--- config.mk ---
export PLATFORM = sky130hd
export DESIGN_NAME = smbus_master
export DESIGN_NICKNAME = d
export VERILOG_FILES = /design/src/smbus_pkg.sv /design/src/smbus_master.sv /design/src/smbus_master_fsm.sv /design/src/smbus_bit_phy.sv /design/src/smbus_crc8.sv /design/src/smbus_line_sync.sv
export SDC_FILE = /design/constraint.sdc
export NUM_CORES = 1
export LEC_CHECK = 0
export BUFFER_PORTS_ARGS = -buffer_cell sky130_fd_sc_hd__buf_2
export CORE_ASPECT_RATIO = 1.5
export CORE_MARGIN = 5
export CORE_UTILIZATION = 58
export DETAILED_ROUTE_END_ITERATION = 10
export GPL_ROUTABILITY_DRIVEN = 1
export MAX_ROUTING_LAYER = met4
export PLACE_DENSITY = 0.79
export SYNTH_ARGS = -nofsm -noshare
export SYNTH_HDL_FRONTEND = slang
export SYNTH_SLANG_ARGS = --single-unit
--- constraint.sdc ---
create_clock -name clk -period 4.1 [get_ports clk]
set_input_delay 0.41 -clock clk [delete_from_list [all_inputs] [get_ports clk]]
set_output_delay 0.41 -clock clk [all_outputs]
set_load 0.02 [all_outputs]
--- src/smbus_pkg.sv ---
// SMBus master shared types: transaction codes, PHY ops, FSM states, command and status
package smbus_pkg;

    localparam int BYTE_W = 8;  // Bits per byte on the wire
    localparam int ADDR_W = 7;  // Target address width

    // ==============================
    // Transaction and PHY encodings
    // ==============================
    typedef enum logic [3:0] {
        QUICK      = 4'h0,  // Address only, write
        SEND_BYTE  = 4'h1,  // Code byte only
        RECV_BYTE  = 4'h2,  // One byte read, no code
        WRITE_BYTE = 4'h3,  // Code + 1 data
        READ_BYTE  = 4'h4,  // Code, Sr, 1 data
        WRITE_WORD = 4'h5,  // Code + 2 data
        READ_WORD  = 4'h6   // Code, Sr, 2 data
    } trans_type_t;

    typedef enum logic [2:0] {
        PHY_NONE   = 3'h0,
        PHY_START  = 3'h1,  // Also repeated START
        PHY_STOP   = 3'h2,
        PHY_BIT_TX = 3'h3,
        PHY_BIT_RX = 3'h4
    } phy_cmd_t;

    // Sequencer states; each byte state carries its own ACK bit
    typedef enum logic [3:0] {
        ST_IDLE, ST_START, ST_ADDR, ST_CMD,
        ST_RESTART, ST_RADDR, ST_WDATA, ST_RDATA,
        ST_PEC_WR, ST_PEC_RD, ST_STOP, ST_DONE
    } fsm_state_t;

    // ==============================
    // Command and status words
    // ==============================
    typedef struct packed {
        trans_type_t           trans_type;
        logic [ADDR_W-1:0]     addr;
        logic [BYTE_W-1:0]     code;
        logic [2*BYTE_W-1:0]   wdata;   // Low byte goes out first
        logic                  pec_en;
        logic [3:0]            pad;
    } smbus_cmd_t;

    typedef struct packed {
        logic busy;           // Level
        logic complete;       // One-cycle pulse
        logic nak;            // Sticky until next command
        logic pec_error;
        logic timeout_error;
    } smbus_status_t;

endpackage
--- src/smbus_master.sv ---
// SMBus master top: line sync, transaction FSM, PEC CRC and bit PHY
`timescale 1ns/1ps

module smbus_master
    import smbus_pkg::*;
#(
    parameter int CLK_DIV        = 62,
    parameter int TIMEOUT_CYCLES = 2500000
) (
    input  logic                clk,
    input  logic                rst,
    input  logic                scl_in,
    input  logic                sda_in,
    input  smbus_cmd_t          cmd,
    input  logic                cmd_start,
    output logic                scl_oe,     // 1 pulls SCL low
    output logic                sda_oe,     // 1 pulls SDA low
    output smbus_status_t       status,
    output logic [2*BYTE_W-1:0] rd_data
);

    logic scl_s, sda_s, bus_stop, timeout;
    logic phy_done, rx_bit, busy_phy, tx_bit, abort;
    logic crc_clear, crc_valid;
    logic [BYTE_W-1:0] crc_byte, crc;
    phy_cmd_t phy_cmd;

    smbus_line_sync #(.TIMEOUT_CYCLES(TIMEOUT_CYCLES)) line_sync_inst (
        .clk(clk), .rst(rst), .scl_in(scl_in), .sda_in(sda_in),
        .scl_s(scl_s), .sda_s(sda_s),
        .bus_start(),                       // Only the master side is modelled
        .bus_stop(bus_stop), .timeout(timeout)
    );

    smbus_master_fsm master_fsm_inst (
        .clk(clk), .rst(rst), .cmd(cmd), .cmd_start(cmd_start),
        .timeout(timeout), .phy_done(phy_done), .rx_bit(rx_bit),
        .busy_phy(busy_phy), .crc(crc), .bus_stop(bus_stop),
        .phy_cmd(phy_cmd), .tx_bit(tx_bit), .abort(abort),
        .crc_clear(crc_clear), .crc_valid(crc_valid), .crc_byte(crc_byte),
        .status(status), .rd_data(rd_data)
    );

    smbus_crc8 crc8_inst (
        .clk(clk), .rst(rst), .crc_clear(crc_clear),
        .crc_valid(crc_valid), .crc_byte(crc_byte), .crc(crc)
    );

    smbus_bit_phy #(.CLK_DIV(CLK_DIV)) bit_phy_inst (
        .clk(clk), .rst(rst), .phy_cmd(phy_cmd), .tx_bit(tx_bit),
        .abort(abort), .scl_s(scl_s), .sda_s(sda_s),
        .phy_done(phy_done), .rx_bit(rx_bit), .busy_phy(busy_phy),
        .scl_oe(scl_oe), .sda_oe(sda_oe)
    );

endmodule

--- src/smbus_master_fsm.sv ---
// SMBus transaction sequencer: byte shifter, ACK/NAK, PEC append and check, status
`timescale 1ns/1ps

module smbus_master_fsm
    import smbus_pkg::*;
(
    input  logic                clk,
    input  logic                rst,
    input  smbus_cmd_t          cmd,
    input  logic                cmd_start,
    input  logic                timeout,
    input  logic                phy_done,
    input  logic                rx_bit,
    input  logic                busy_phy,
    input  logic [BYTE_W-1:0]   crc,
    input  logic                bus_stop,
    output phy_cmd_t            phy_cmd,
    output logic                tx_bit,
    output logic                abort,
    output logic                crc_clear,
    output logic                crc_valid,
    output logic [BYTE_W-1:0]   crc_byte,
    output smbus_status_t       status,
    output logic [2*BYTE_W-1:0] rd_data
);

    fsm_state_t state, next_state;
    smbus_cmd_t cmd_q;
    logic [BYTE_W-1:0] shift;       // MSB goes out first
    logic [BYTE_W-1:0] rx_byte;
    logic [3:0] bit_cnt;            // 0..7 data, 8 = ACK bit
    logic [1:0] n_data, data_idx;
    logic wait_phy, stop_seen, issue;
    logic tx_state, rx_state, pec_on, more_data, last_rd;
    logic cmpl_pulse, nak_flag, pec_err_flag, tmo_flag;

    assign tx_state  = state inside {ST_ADDR, ST_CMD, ST_RADDR, ST_WDATA, ST_PEC_WR};
    assign rx_state  = state inside {ST_RDATA, ST_PEC_RD};
    assign pec_on    = cmd_q.pec_en && (cmd_q.trans_type != QUICK);
    assign more_data = (data_idx + 2'd1) != n_data;
    assign last_rd   = (state == ST_PEC_RD) || (!more_data && !pec_on);  // Gets the NAK
    assign rx_byte   = {shift[BYTE_W-2:0], rx_bit};
    assign abort     = (state != ST_IDLE) && timeout;
    assign issue     = (state inside {ST_START, ST_RESTART, ST_STOP} || tx_state || rx_state)
                       && !wait_phy && !busy_phy && !timeout;

    // ==============================
    // PHY command strobe
    // ==============================
    always_comb begin
        phy_cmd = PHY_NONE;
        tx_bit  = 1'b1;
        if (issue) begin
            case (state)
                ST_START, ST_RESTART: phy_cmd = PHY_START;
                ST_STOP:              phy_cmd = PHY_STOP;
                default: begin
                    if (bit_cnt != 4'd8) begin          // Data bit
                        phy_cmd = tx_state ? PHY_BIT_TX : PHY_BIT_RX;
                        tx_bit  = shift[BYTE_W-1];
                    end else begin                      // ACK slot
                        phy_cmd = tx_state ? PHY_BIT_RX : PHY_BIT_TX;
                        tx_bit  = last_rd;
                    end
                end
            endcase
        end
    end

    // Where to go after an acknowledged byte
    always_comb begin
        next_state = ST_STOP;
        case (state)
            ST_ADDR: begin
                if (cmd_q.trans_type == RECV_BYTE) next_state = ST_RDATA;
                else if (cmd_q.trans_type != QUICK) next_state = ST_CMD;
            end
            ST_CMD: begin
                if (cmd_q.trans_type inside {READ_BYTE, READ_WORD}) next_state = ST_RESTART;
                else if (n_data != 2'd0) next_state = ST_WDATA;
                else if (pec_on) next_state = ST_PEC_WR;
            end
            ST_RADDR: next_state = ST_RDATA;
            ST_WDATA: begin
                if (more_data) next_state = ST_WDATA;
                else if (pec_on) next_state = ST_PEC_WR;
            end
            ST_RDATA: begin
                if (more_data) next_state = ST_RDATA;
                else if (pec_on) next_state = ST_PEC_RD;
            end
            default: next_state = ST_STOP;  // PEC bytes end the transfer
        endcase
    end

    // ==============================
    // Control state and flags
    // ==============================
    always_ff @(posedge clk) begin
        if (rst) begin
            state        <= ST_IDLE;
            bit_cnt      <= '0;
            data_idx     <= '0;
            wait_phy     <= 1'b0;
            stop_seen    <= 1'b0;
            crc_valid    <= 1'b0;
            cmpl_pulse   <= 1'b0;
            nak_flag     <= 1'b0;
            pec_err_flag <= 1'b0;
            tmo_flag     <= 1'b0;
        end else begin
            cmpl_pulse <= 1'b0;
            // Fold every non-PEC byte once its last bit is in
            crc_valid  <= phy_done && (bit_cnt == 4'd7) &&
                          (state inside {ST_ADDR, ST_CMD, ST_RADDR, ST_WDATA, ST_RDATA});
            if (issue) wait_phy <= 1'b1;
            if (phy_done) wait_phy <= 1'b0;
            if (bus_stop) stop_seen <= 1'b1;
            if (abort) begin                    // Lines already released by PHY
                state      <= ST_IDLE;
                wait_phy   <= 1'b0;
                tmo_flag   <= 1'b1;
                cmpl_pulse <= 1'b1;
            end else begin
                case (state)
                    ST_IDLE: if (cmd_start) begin
                        state        <= ST_START;
                        bit_cnt      <= '0;
                        data_idx     <= '0;
                        stop_seen    <= 1'b0;
                        nak_flag     <= 1'b0;
                        pec_err_flag <= 1'b0;
                        tmo_flag     <= 1'b0;
                    end
                    ST_START:   if (phy_done) state <= ST_ADDR;
                    ST_RESTART: if (phy_done) state <= ST_RADDR;
                    ST_STOP:    if (phy_done) state <= ST_DONE;
                    ST_DONE: if (stop_seen) begin   // STOP seen on the wire
                        state      <= ST_IDLE;
                        cmpl_pulse <= 1'b1;
                    end
                    default: if (phy_done) begin
                        if (bit_cnt != 4'd8) begin
                            bit_cnt <= bit_cnt + 4'd1;
                            if (state == ST_PEC_RD && bit_cnt == 4'd7 && rx_byte != crc) begin
                                pec_err_flag <= 1'b1;
                            end
                        end else begin
                            bit_cnt <= '0;
                            if (state inside {ST_WDATA, ST_RDATA}) data_idx <= data_idx + 2'd1;
                            if (tx_state && rx_bit) begin   // Target NAK
                                nak_flag <= 1'b1;
                                state    <= ST_STOP;
                            end else begin
                                state <= next_state;
                            end
                        end
                    end
                endcase
            end
        end
    end

    // ==============================
    // Byte shifter and payload
    // ==============================
    always_ff @(posedge clk) begin
        if (state == ST_IDLE && cmd_start) begin
            cmd_q   <= cmd;
            shift   <= {cmd.addr, cmd.trans_type == RECV_BYTE};   // R/W in bit 0
            rd_data <= '0;
            case (cmd.trans_type)
                RECV_BYTE, WRITE_BYTE, READ_BYTE: n_data <= 2'd1;
                WRITE_WORD, READ_WORD:            n_data <= 2'd2;
                default:                          n_data <= 2'd0;
            endcase
        end else if (state == ST_RESTART && phy_done) begin
            shift <= {cmd_q.addr, 1'b1};        // Read address after Sr
        end else if ((tx_state || rx_state) && phy_done) begin
            if (bit_cnt != 4'd8) begin
                shift <= tx_state ? {shift[BYTE_W-2:0], shift[BYTE_W-1]} : rx_byte;
                if (state == ST_RDATA && bit_cnt == 4'd7) begin
                    if (data_idx == 2'd0) rd_data[BYTE_W-1:0] <= rx_byte;
                    else rd_data[2*BYTE_W-1:BYTE_W] <= rx_byte;
                end
            end else begin
                case (next_state)
                    ST_CMD:    shift <= cmd_q.code;
                    ST_WDATA:  shift <= (state == ST_WDATA) ? cmd_q.wdata[2*BYTE_W-1:BYTE_W]
                                                            : cmd_q.wdata[BYTE_W-1:0];
                    ST_PEC_WR: shift <= crc;
                    default:   shift <= shift;
                endcase
            end
        end
    end

    assign crc_clear = (state == ST_IDLE) && cmd_start;
    assign crc_byte  = shift;       // Whole byte again after 8 rotations
    assign status    = '{busy: (state != ST_IDLE), complete: cmpl_pulse, nak: nak_flag,
                         pec_error: pec_err_flag, timeout_error: tmo_flag};

    a_complete_after_busy: assert property (@(posedge clk) disable iff (rst)
        status.complete |-> $past(status.busy));

endmodule

--- src/smbus_bit_phy.sv ---
// SMBus output side: quarter-tick divider and open-drain START/STOP/bit shaping
`timescale 1ns/1ps

module smbus_bit_phy
    import smbus_pkg::*;
#(
    parameter int CLK_DIV = 62
) (
    input  logic     clk,
    input  logic     rst,
    input  phy_cmd_t phy_cmd,
    input  logic     tx_bit,
    input  logic     abort,
    input  logic     scl_s,
    input  logic     sda_s,
    output logic     phy_done,
    output logic     rx_bit,
    output logic     busy_phy,
    output logic     scl_oe,
    output logic     sda_oe
);

    localparam int CNT_W = $clog2(CLK_DIV + 1);
    localparam logic [CNT_W-1:0] DIV_MAX = CNT_W'(CLK_DIV - 1);

    phy_cmd_t op;               // Operation in flight, NONE when idle
    logic [1:0] quarter;
    logic [CNT_W-1:0] div_cnt;
    logic stretch, qtick;

    // Quarter 1 holds until SCL really reads high
    assign stretch  = (quarter == 2'd1) && !scl_s;
    assign qtick    = (div_cnt == DIV_MAX) && !stretch;
    assign busy_phy = (op != PHY_NONE);

    // ==============================
    // Quarter sequencer
    // ==============================
    always_ff @(posedge clk) begin
        if (rst) begin
            op       <= PHY_NONE;
            quarter  <= '0;
            div_cnt  <= '0;
            phy_done <= 1'b0;
            scl_oe   <= 1'b0;
            sda_oe   <= 1'b0;
        end else begin
            phy_done <= 1'b0;
            if (abort) begin                // Let go of both lines
                op     <= PHY_NONE;
                scl_oe <= 1'b0;
                sda_oe <= 1'b0;
            end else if (op == PHY_NONE) begin
                if (phy_cmd != PHY_NONE) begin
                    op      <= phy_cmd;
                    quarter <= '0;
                    div_cnt <= '0;
                    // Quarter 0, SCL still low except before first START
                    case (phy_cmd)
                        PHY_START:  sda_oe <= 1'b0;     // SDA up before Sr
                        PHY_STOP:   sda_oe <= 1'b1;     // SDA low ahead of STOP
                        PHY_BIT_TX: sda_oe <= !tx_bit;
                        default:    sda_oe <= 1'b0;     // Target drives SDA
                    endcase
                end
            end else begin
                if (div_cnt != DIV_MAX) begin
                    div_cnt <= div_cnt + 1'b1;
                end else if (!stretch) begin
                    div_cnt <= '0;
                end
                if (qtick) begin
                    quarter <= quarter + 2'd1;
                    case (quarter)
                        2'd0: scl_oe <= 1'b0;           // Release SCL
                        2'd1: begin
                            if (op == PHY_START) sda_oe <= 1'b1;   // START edge
                            if (op == PHY_STOP) sda_oe <= 1'b0;    // STOP edge
                        end
                        2'd2: if (op != PHY_STOP) scl_oe <= 1'b1;  // SCL back low
                        default: begin
                            op       <= PHY_NONE;
                            phy_done <= 1'b1;
                        end
                    endcase
                end
            end
        end
    end

    // Sample at end of the high phase
    always_ff @(posedge clk) begin
        if (qtick && quarter == 2'd2 && op == PHY_BIT_RX) begin
            rx_bit <= sda_s;
        end
    end

    a_cmd_when_idle: assert property (@(posedge clk) disable iff (rst)
        (phy_cmd != PHY_NONE) |-> !busy_phy);

endmodule

--- src/smbus_crc8.sv ---
// SMBus PEC accumulator, CRC-8 x^8+x^2+x+1, one byte folded per strobe
`timescale 1ns/1ps

module smbus_crc8
    import smbus_pkg::*;
(
    input  logic              clk,
    input  logic              rst,
    input  logic              crc_clear,
    input  logic              crc_valid,
    input  logic [BYTE_W-1:0] crc_byte,
    output logic [BYTE_W-1:0] crc
);

    localparam logic [BYTE_W-1:0] POLY = 8'h07;

    // MSB-first serial CRC unrolled over one byte
    function automatic logic [BYTE_W-1:0] crc8_step(input logic [BYTE_W-1:0] c_in,
                                                    input logic [BYTE_W-1:0] d);
        logic [BYTE_W-1:0] c;
        c = c_in;
        for (int i = BYTE_W - 1; i >= 0; i--) begin
            if (c[BYTE_W-1] ^ d[i]) begin
                c = {c[BYTE_W-2:0], 1'b0} ^ POLY;
            end else begin
                c = {c[BYTE_W-2:0], 1'b0};
            end
        end
        return c;
    endfunction

    always_ff @(posedge clk) begin
        if (rst || crc_clear) begin     // Clear wins over a strobe
            crc <= '0;
        end else if (crc_valid) begin
            crc <= crc8_step(crc, crc_byte);
        end
    end

endmodule

--- src/smbus_line_sync.sv ---
// SMBus input side: SCL/SDA synchronizers, bus START/STOP detect, SCL-low timeout
`timescale 1ns/1ps

module smbus_line_sync #(
    parameter int TIMEOUT_CYCLES = 2500000
) (
    input  logic clk,
    input  logic rst,
    input  logic scl_in,
    input  logic sda_in,
    output logic scl_s,
    output logic sda_s,
    output logic bus_start,
    output logic bus_stop,
    output logic timeout
);

    localparam int TO_W = $clog2(TIMEOUT_CYCLES + 1);

    logic scl_meta, sda_meta;   // First sync stage
    logic scl_prev, sda_prev;   // One cycle behind scl_s/sda_s
    logic [TO_W-1:0] low_cnt;

    // ==============================
    // Two-flop synchronizers
    // ==============================
    always_ff @(posedge clk) begin
        if (rst) begin
            scl_meta <= 1'b1;   // Idle bus reads high
            sda_meta <= 1'b1;
            scl_s    <= 1'b1;
            sda_s    <= 1'b1;
            scl_prev <= 1'b1;
            sda_prev <= 1'b1;
        end else begin
            scl_meta <= scl_in;
            sda_meta <= sda_in;
            scl_s    <= scl_meta;
            sda_s    <= sda_meta;
            scl_prev <= scl_s;
            sda_prev <= sda_s;
        end
    end

    // SDA edge while SCL stays high
    assign bus_start = scl_s && scl_prev && sda_prev && !sda_s;
    assign bus_stop  = scl_s && scl_prev && !sda_prev && sda_s;

    // Saturating SCL-low counter, one pulse per low period
    always_ff @(posedge clk) begin
        if (rst || scl_s) begin
            low_cnt <= '0;
        end else if (low_cnt != TO_W'(TIMEOUT_CYCLES)) begin
            low_cnt <= low_cnt + 1'b1;
        end
    end

    assign timeout = !scl_s && (low_cnt == TO_W'(TIMEOUT_CYCLES - 1));

    a_timeout_single: assert property (@(posedge clk) disable iff (rst)
        timeout |=> !timeout);

endmodule

Yosys cells after proc, flatten, opt, wreduce, memory -nomap -nowiden --
Cells that the tools add are included.
Storage, ports and cells: word-level logic and storage cells 304, bits in registers 130, input bits 45
Operators by class: multiplexer cells 104, bitwise gates (word level) 22, reductions and logical operators 90, equality and inequality tests 49, $add $sub $neg 5
Operator list (count):
- two-way mux 8 bit | 19
- two-way mux 4 bit | 17
- two-way mux 3 bit | 16
- equality test 4 x 3 -> 1 bit, second input constant | 11
- case mux 4 bit (5 select lines) | 2
- two-way mux 1 bit | 28
- nonzero test 2 bit | 14
- equality test 4 x 2 -> 1 bit, second input constant | 6
- two-way mux 6 bit | 4
- NOT 3 bit | 8
- case mux 8 bit (3 select lines) | 1
- logical AND 1 bit | 23
- adder 22 x 1 -> 22 bit, second input constant | 1
- equality test 22 bit, second input constant | 1
- inequality test 22 bit, second input constant | 1
- equality test 4 bit, second input constant | 5
- two-way mux 2 bit | 9
- AND reduction 6 bit | 3
- nonzero test 3 bit | 6
- inequality test 2 x 1 -> 1 bit, second input constant | 7
- AND reduction 4 bit | 3
- OR reduction 3 bit | 4
- AND reduction 5 bit | 2
- nonzero test 5 bit | 2
- 36 further kinds | 77

Depth between registers and ports, before layout --
Gate-level depths: netlist of run 1.
depth after elaboration 30, mapped depth 10

By module --
From an unflattened synthesis of run 1, not the netlist that was laid out.
Second synthesis, totals: cells, all modules 722, area, all modules 7016.7 sq um
Modules (own cells, without submodules):
- smbus_master_fsm | area an instance 4280.4 sq um, times used 1, cells each 423
- smbus_line_sync | area an instance 1293.7 sq um, times used 1, cells each 147
- smbus_bit_phy | area an instance 852.1 sq um, times used 1, cells each 96
- smbus_crc8 | area an instance 590.6 sq um, times used 1, cells each 56

Least setup slack after synthesis of run 1 --
Ideal clock, no wire load.
path type register to register, start point register master_fsm_inst.state[2], end point register master_fsm_inst.cmd_q[10] (netlist name), enable pin, path slack 0.904 ns, cell stages (with the launch flop) 8, path buffers 4, setup time 0.417 ns, data required time 3.683 ns, arrival 2.779 ns, path through dfxtp_1 > buf_4 > clkbuf_1 > nor4_4 > nand2_1 > clkinv_1 > buf_1 > clkbuf_1
Between the ends: cells in the longest elaborated chain, start to end 2
Ends and longest elaborated chain:
- start: declaration | line smbus_master_fsm.sv:27 | fsm_state_t state, next_state;
- start signal: assignment | line smbus_master_fsm.sv:155 | state <= next_state;
- logical NOT 4 bit
- logical AND 1 bit
- named net crc8_inst.crc_clear | line smbus_crc8.sv:9 | input logic crc_clear,
- end signal: assignment | line smbus_master_fsm.sv:169 | cmd_q <= cmd;
- end: declaration | line smbus_master_fsm.sv:28 | smbus_cmd_t cmd_q;
The timed path passes the listed nets, and every way through them passes these cells. A chain may end at the register's enable or synchronous reset.

Worst setup path in the final report of run 1 --
start point register master_fsm_inst.state[1], end point register master_fsm_inst.shift[6], in the netlist master_fsm_inst.crc_byte[6], data pin
Between the ends: cells in the longest elaborated chain, start to end 8, elaborated cells between the ends (all ways) 19, classes of those cells eq/ne: 9; mux: 7; reduce/logical: 3
Ends and longest elaborated chain:
- equality test 4 x 3 -> 1 bit (tied with other cells) | line smbus_master_fsm.sv:73 | case (state)
- case mux 4 bit (5 select lines) | line smbus_master_fsm.sv:73
- equality test 4 bit (tied with other cells) | line smbus_master_fsm.sv:187 | case (next_state)
- case mux 8 bit (3 select lines) | line smbus_master_fsm.sv:187
- two-way mux 8 bit | line smbus_master_fsm.sv:180 | if (bit_cnt != 4'd8) begin
- two-way mux 8 bit | line smbus_master_fsm.sv:179 | end else if ((tx_state || rx_state) && phy_done) begin
- two-way mux 8 bit | line smbus_master_fsm.sv:177 | end else if (state == ST_RESTART && phy_done) begin
- two-way mux 8 bit * | line smbus_master_fsm.sv:168 | if (state == ST_IDLE && cmd_start) begin
- end signal: assignment | line smbus_master_fsm.sv:170 | shift <= {cmd.addr, cmd.trans_type == RECV_BYTE};
- end signal: assignment | line smbus_master_fsm.sv:178 | shift <= {cmd_q.addr, 1'b1};
- end signal: assignment | line smbus_master_fsm.sv:181 | shift <= tx_state ? {shift[BYTE_W-2:0], shift[BYTE_W-1]} : rx_byte;
- end: declaration | line smbus_master_fsm.sv:29 | logic [BYTE_W-1:0] shift;
Mark *: on every way between the ends. The rest lies on a longest branch, timed or not. The select of a mux whose other input is x is not followed.

==> metrics.txt, run 1 <==
post-CTS sizing 0; post-DP HPWL 11.03 mm; total CTS buffers 17; grt total ovfl 0; critical path type reg -> reg; DR iter-0 viols 458; DR top layer met4; Total Power 4637 uW; boundary pin count 68; hold path depth 1; CP arrival 3.38 ns; area grow syn2layout 14.08%; Via Count 5297; chip width 97.42 microns; met3 wire len 728 microns; Peak Freq 310.5 MHz; library cells used by synthesis 77; R2R Setup Slk 0.88 ns; setup bufs post-CTS 0; Hold EP master_fsm_inst.cmd_q[16]$_DFFE_PP_; clk buf depth 2; placer congestion estimate 0.9392; crit start category register; largest net degree at the start of global routing 37; TritonCTS clock tree built; Switch Pwr 1523 uW; clk_skew 0.005379 ns; CP Cell Sequence nor2b_1 -> and4_1 -> or4_1 -> nand3_1 -> and3b_1 -> a311o_1; Routed WL 15.64 mm; n_diodes 0; r2r startpoint master_fsm_inst.state[1]$_SDFFE_PP0P_; slowest stage delay, CP 0.94 ns; period utilisation layout 78.54%; FF-to-FF End master_fsm_inst.crc_byte[6]$_DFFE_PP_; most frequent cells in the layout 89 x nor2_1, 83 x dfxtp_1, 63 x buf_2, 47 x edfxtp_1, 39 x nand2_1; CP Capture Type register; Synth Instances 674; R2R cell count 6; Avg Inst Size Synth 9.865 sq um; commonest non-fill, non-tap cell in the layout nor2_1; setup TNS 0 ns; RSZ-0062 raised after global routing false; Worst Hold Launch cmd[16]; part of the power in combinational logic 28.4%; worst slew pin tran 0.9428 ns; Worst slew margin 37.06%; worst skew pair latency 0.42 ns; H-tree depth 4; setup violators final 0; antenna violations before repair 0; die area 0.01375 sq mm; # hold bufs at CTS 0; Crit Path Max Fanout 28; Crit-path slowest cell dfxtp_1; Slew Limit Fails 0; # rows 48; core area 0.01135 sq mm; First-pass DRT Iterations 5; routed metal-1 wirelength 5.633 mm; Max Cap Viol 0; final worst setup slack 0.8797 ns; worst vdd ir 444.1 uV; Via-to-Cell Ratio 5.999; DRC 0; CTS Sinks 130; synth warn 0; PortBufs 63; met2 routed WL 8.699 mm; Critical Path RT 4.26 ns; vias in the first global route 5246; chip height 141.1 microns; first-pass GRT wire length 25.41 mm; PwrDens 611.4 mW/mm^2; Fin. Hold Viols 0; post-placement setup slack 0.9826 ns; async set-or-reset flop fraction in the synthesized netlist 0%; Sw Share 32.84%; WL per Instance 17.71 microns; Layout Nets 776; global-route usage over all layers 23.71%; Mapped Nets 730; Flop pwr share 38.3%; Root Buffer Master clkbuf_16; clock-pin slew on the worst setup and hold paths 0.06 ns; Post-synth top flop dfxtp_1; post-layout min period 3.220 ns; status completed; cell area after synthesis 0.006649 sq mm; #FFs+latches synth 130; Clk pwr share 33.3%; Seq/Total Area, Yosys 46.22%; Hold Path Class in -> reg; Int Pwr 3114 uW; remaining antenna violation count 0; Starting Density 58.58%; Static Leak 0.002843 uW; number of synthesized flops with an enable pin 47; share of cells above drive strength 1 19.78%
## registers in the layout, indices dropped and copies added, names as in the netlist, 4 cells and up
name and cells:
bit_phy_inst.div_cnt 6, master_fsm_inst.cmd_q 36, master_fsm_inst.crc_byte 8, line_sync_inst.low_cnt 22, master_fsm_inst.bit_cnt 4, crc8_inst.crc 8
master_fsm_inst.rd_data 16, master_fsm_inst.state 4
## worst max-delay path: cells and delay by family (launching register included)
| kind | cells | cell delay, ns |
|---|---|---|
| flops | 1 | 0.94 |
| compound gates | 1 | 0.39 |
| simple gates | 5 | 1.63 |
## stage by stage
stage | instance area (sq um) | cells | utilization [%] | hold WS (ns)
6_report | 7585 | 883 | 66.82 | 0.1644
4_1_cts | 7585 | 883 | 66.82 | 0.1534
2_1_floorplan | 6649 | 674 | - | 0.3895
3_3_place_gp | 6977 | 851 | 61.46 | 0.3925
5_1_grt | 7585 | 883 | 66.82 | 0.1570
3_5_place_dp | 6977 | 851 | 61.46 | 0.3989
## power by group through the flow
stage / combinational (uW) / clock [uW] / sequential (uW)
2_1_floorplan: 1110 / 0 / 1670
3_3_place_gp: 1240 / 0 / 1790
3_5_place_dp: 1280 / 0 / 1790
4_1_cts: 1310 / 1560 / 1770
5_1_grt: 1430 / 1620 / 1800
6_report: 1320 / 1540 / 1770
## Yosys cell counts, types with 4 or more instances
cell type	number	area share, %
nor4_1	4	0.38
a41oi_1	4	0.53
nor3b_1	4	0.45
clkbuf_1	25	1.4
a211oi_1	9	1.0
nand2_1	39	2.2
nor2b_1	6	0.56
a21oi_1	19	1.4
xnor2_1	29	3.8
nor3_1	13	0.98
or3_1	9	0.85
mux2_2	12	2.0
buf_4	9	1.0
xor2_1	31	4.1
ha_1	11	2.1
nand4_1	20	1.9
o211ai_1	5	0.56
mux2i_1	21	3.2
nand3_1	20	1.5
nor4b_1	5	0.66
or2_2	16	1.5
edfxtp_1	47	21
a22o_1	7	0.92
and3_1	6	0.56
a311o_1	7	1.1
a31oi_1	13	1.2
nor2_1	89	5.0
nand2b_1	5	0.47
o21ai_0	15	1.1
and4_1	5	0.66
dfxtp_1	83	25
inv_1	21	1.2
## kinds of logic after synthesis
family / count (synthesis) / synth area share, %
adder cells (fa/ha/maj): 12 / 2.221
multiplexers: 33 / 5.194
AO/OA/AOI/OAI: 114 / 12.80
XOR/XNOR: 62 / 8.562
AND/OR/NAND/NOR: 259 / 20.46
buffers and inverters: 64 / 4.554
flip-flops: 130 / 46.22
## layout make-up
class / count / area, sq um
Clock inverter: 10 / 128.9
Tap cell: 150 / 187.7
Multi-Input combinational cell: 480 / 3273
Inverter: 22 / 82.58
Timing Repair Buffer: 69 / 360.3
Sequential cell: 130 / 3073
Clock buffer: 22 / 479.2
Fill cell: 868 / 3766
## layer usage
metal  vias to the layer above  GRT usage, %
met1                      2532         23.52
met5                         -             -
met4                         0         11.89
met3                        53         4.158
met2                       191         44.05
li1                       2521             -
## how the worst max path moves through the flow
stage,startpoint,to
global route,master_fsm_inst.data_idx[0]$_SDFFE_PP0P_,master_fsm_inst.crc_byte[2]$_DFFE_PP_
global placement,master_fsm_inst.data_idx[0]$_SDFFE_PP0P_,master_fsm_inst.crc_byte[2]$_DFFE_PP_
detailed placement,master_fsm_inst.data_idx[0]$_SDFFE_PP0P_,master_fsm_inst.crc_byte[2]$_DFFE_PP_
CTS,master_fsm_inst.data_idx[0]$_SDFFE_PP0P_,master_fsm_inst.crc_byte[2]$_DFFE_PP_
finish,master_fsm_inst.state[1]$_SDFFE_PP0P_,master_fsm_inst.crc_byte[6]$_DFFE_PP_
floorplan,master_fsm_inst.state[2]$_SDFFE_PP0P_,master_fsm_inst.cmd_q[10]$_DFFE_PP_
Power figures use the tool's default switching activity.
==> inputs of run 2 (changes only) <==
Clock period 4.1 ns to 3.4 ns, I/O delays scaled along.
==> metrics.txt, run 2 (synthesized netlist as in run 1, its figures left out) <==
RSZ-0062 raised after global routing false; setup bufs post-CTS 0; Peak Freq 324.8 MHz; CP Cell Sequence inv_1 -> ha_1 -> xnor2_4 -> a311oi_1 -> a21oi_2 -> and3_1 -> and3b_1 -> a311o_1; setup violators final 0; critical path type reg -> reg; max reg flops 36; slowest stage delay, CP 0.55 ns; post-CTS sizing 0; worst slew pin tran 0.7709 ns; core area 0.01135 sq mm; H-tree depth 4; WL per Instance 18.02 microns; PortBufs 63; CP endpoint master_fsm_inst.crc_byte[6]$_DFFE_PP_; First-pass DRT Iterations 6; post-DP HPWL 11.19 mm; total CTS buffers 17; Worst slew margin 48.61%; Root Buffer Master clkbuf_16; first-pass GRT wire length 25.97 mm; Static Leak 0.002897 uW; post-layout min period 3.079 ns; PwrDens 755.5 mW/mm^2; DP Area 0.007014 sq mm; placer congestion estimate 0.9272; boundary pin count 68; Slew Limit Fails 0; Top reg by flops master_fsm_inst.cmd_q; most frequent cells in the layout 89 x nor2_1, 83 x dfxtp_1, 63 x buf_2, 47 x edfxtp_1, 39 x nand2_1; CTS Sinks 130; remaining antenna violation count 0; CP delay by family, top compound AO/OA/AOI/OAI gates; grt total ovfl 0; Hold Path Class in -> reg; antenna violations before repair 0; Via Count 5341; DRC 0; TritonCTS clock tree built; Fin. Hold Viols 0; Starting Density 58.58%; # hold bufs at CTS 0; CP arrival 3.25 ns; DR iter-0 viols 485; r2r startpoint master_fsm_inst.data_idx[0]$_SDFFE_PP0P_; Int Pwr 3933 uW; part of the power in combinational logic 28.8%; Layout Nets 781; FF-to-FF End master_fsm_inst.crc_byte[6]$_DFFE_PP_; CP Capture Type register; non-filler cells, final 888; critical path depth in cells 8; chip height 141.1 microns; Switch Pwr 1869 uW; largest net degree at the start of global routing 32; Crit Path Max Fanout 17; R2R Setup Slk 0.32 ns; status completed; clk_skew 0.006199 ns; crit start category register; share of cells above drive strength 1 20.33%; Clk pwr share 34.9%; worst vdd ir 438.2 uV; clock-pin slew on the worst setup and hold paths 0.06 ns; # rows 48; die area 0.01375 sq mm; commonest non-fill, non-tap cell in the layout nor2_1; Via-to-Cell Ratio 6.015; WP buf/inv 1; Routed WL 16.00 mm; biggest regs master_fsm_inst.cmd_q: 36 flops, line_sync_inst.low_cnt: 22 flops, master_fsm_inst.rd_data: 16 flops; setup TNS 0 ns; Crit-path slowest cell a21oi_2; period utilisation layout 90.56%; worst skew pair latency 0.42 ns; clk buf depth 2; Inst Count DP 856; Flop pwr share 36.3%; Max Cap Viol 0; Finished Cell Area 0.007680 sq mm; vias in the first global route 5485; Critical Path RT 3.57 ns; worst hold slack 0.09071 ns; global-route usage over all layers 24.45%; n_diodes 0; R2R cell count 8; area grow syn2layout 15.51%; crit path from master_fsm_inst.data_idx[0]$_SDFFE_PP0P_; Sw Share 32.22%; chip width 97.42 microns
-- run 2: cell count changes in the layout (fill, tap and decap cells not counted), sizes merged --
| cell | before | now |
|---|---|---|
| clkinvlp | 1 | 0 |
| clkbuf | 22 | 24 |
| clkinv | 5 | 3 |
| buf | 69 | 74 |
| bufinv | 3 | 4 |
-- run 2: stage by stage --
| step | util, % | total power (uW) | worst slack (ns) |
|---|---|---|---|
| after global placement | 61.79 | 3680 | 0.5067 |
| after global routing | 67.66 | 6059 | 0.2330 |
| after floorplan | - | 3357 | 0.2042 |
| final | 67.66 | 5802 | 0.3210 |
| after detailed placement | 61.79 | 3746 | 0.3911 |
| after CTS | 67.66 | 5793 | 0.3774 |
-- run 2: routing by layer --
layer / global-route usage [%] / wire length [microns]
met3: 6.535 / 801
met5: - / 0
met2: 43.22 / 8689
met1: 23.79 / 5711
met4: 14.44 / 798
-- run 2: worst reg2reg max path: stages (launching register included) --
cell and delay (ns):
dfxtp_1 0.38, inv_1 0.10, ha_1 0.39, xnor2_4 0.27, a311oi_1 0.14, a21oi_2 0.55, and3_1 0.32, and3b_1 0.30
a311o_1 0.39
-- run 2: how the worst min path moves through the flow --
stage,start,cells past startpoint,endpoint
6_report,cmd[4],1,master_fsm_inst.cmd_q[4]$_DFFE_PP_
5_1_grt,cmd[5],1,master_fsm_inst.cmd_q[5]$_DFFE_PP_
4_1_cts,cmd[5],1,master_fsm_inst.cmd_q[5]$_DFFE_PP_
3_5_place_dp,line_sync_inst.sda_meta$_SDFF_PP1_,1,line_sync_inst.sda_s$_SDFF_PP1_
3_3_place_gp,line_sync_inst.sda_meta$_SDFF_PP1_,1,line_sync_inst.sda_s$_SDFF_PP1_
2_1_floorplan,line_sync_inst.scl_meta$_SDFF_PP1_,1,line_sync_inst.scl_s$_SDFF_PP1_
-- run 2: power by group through the flow --
stage | clock, uW | sequential (uW) | combinational (uW)
final | 2020 | 2110 | 1670
after global routing | 2110 | 2130 | 1810
after CTS | 2040 | 2100 | 1650
after detailed placement | 0 | 2130 | 1610
after global placement | 0 | 2120 | 1560
after floorplan | 0 | 2010 | 1340
-- run 2: cell type report --
| cell class | instances | area [sq um] |
|---|---|---|
| fill | 852 | 3671 |
| multi-input combinational | 480 | 3273 |
| sequential | 130 | 3073 |
| clock buffer | 24 | 524.3 |
| timing repair buffer | 74 | 397.9 |
| tap | 150 | 187.7 |
| clock inverter | 8 | 141.4 |
| inverter | 22 | 82.58 |
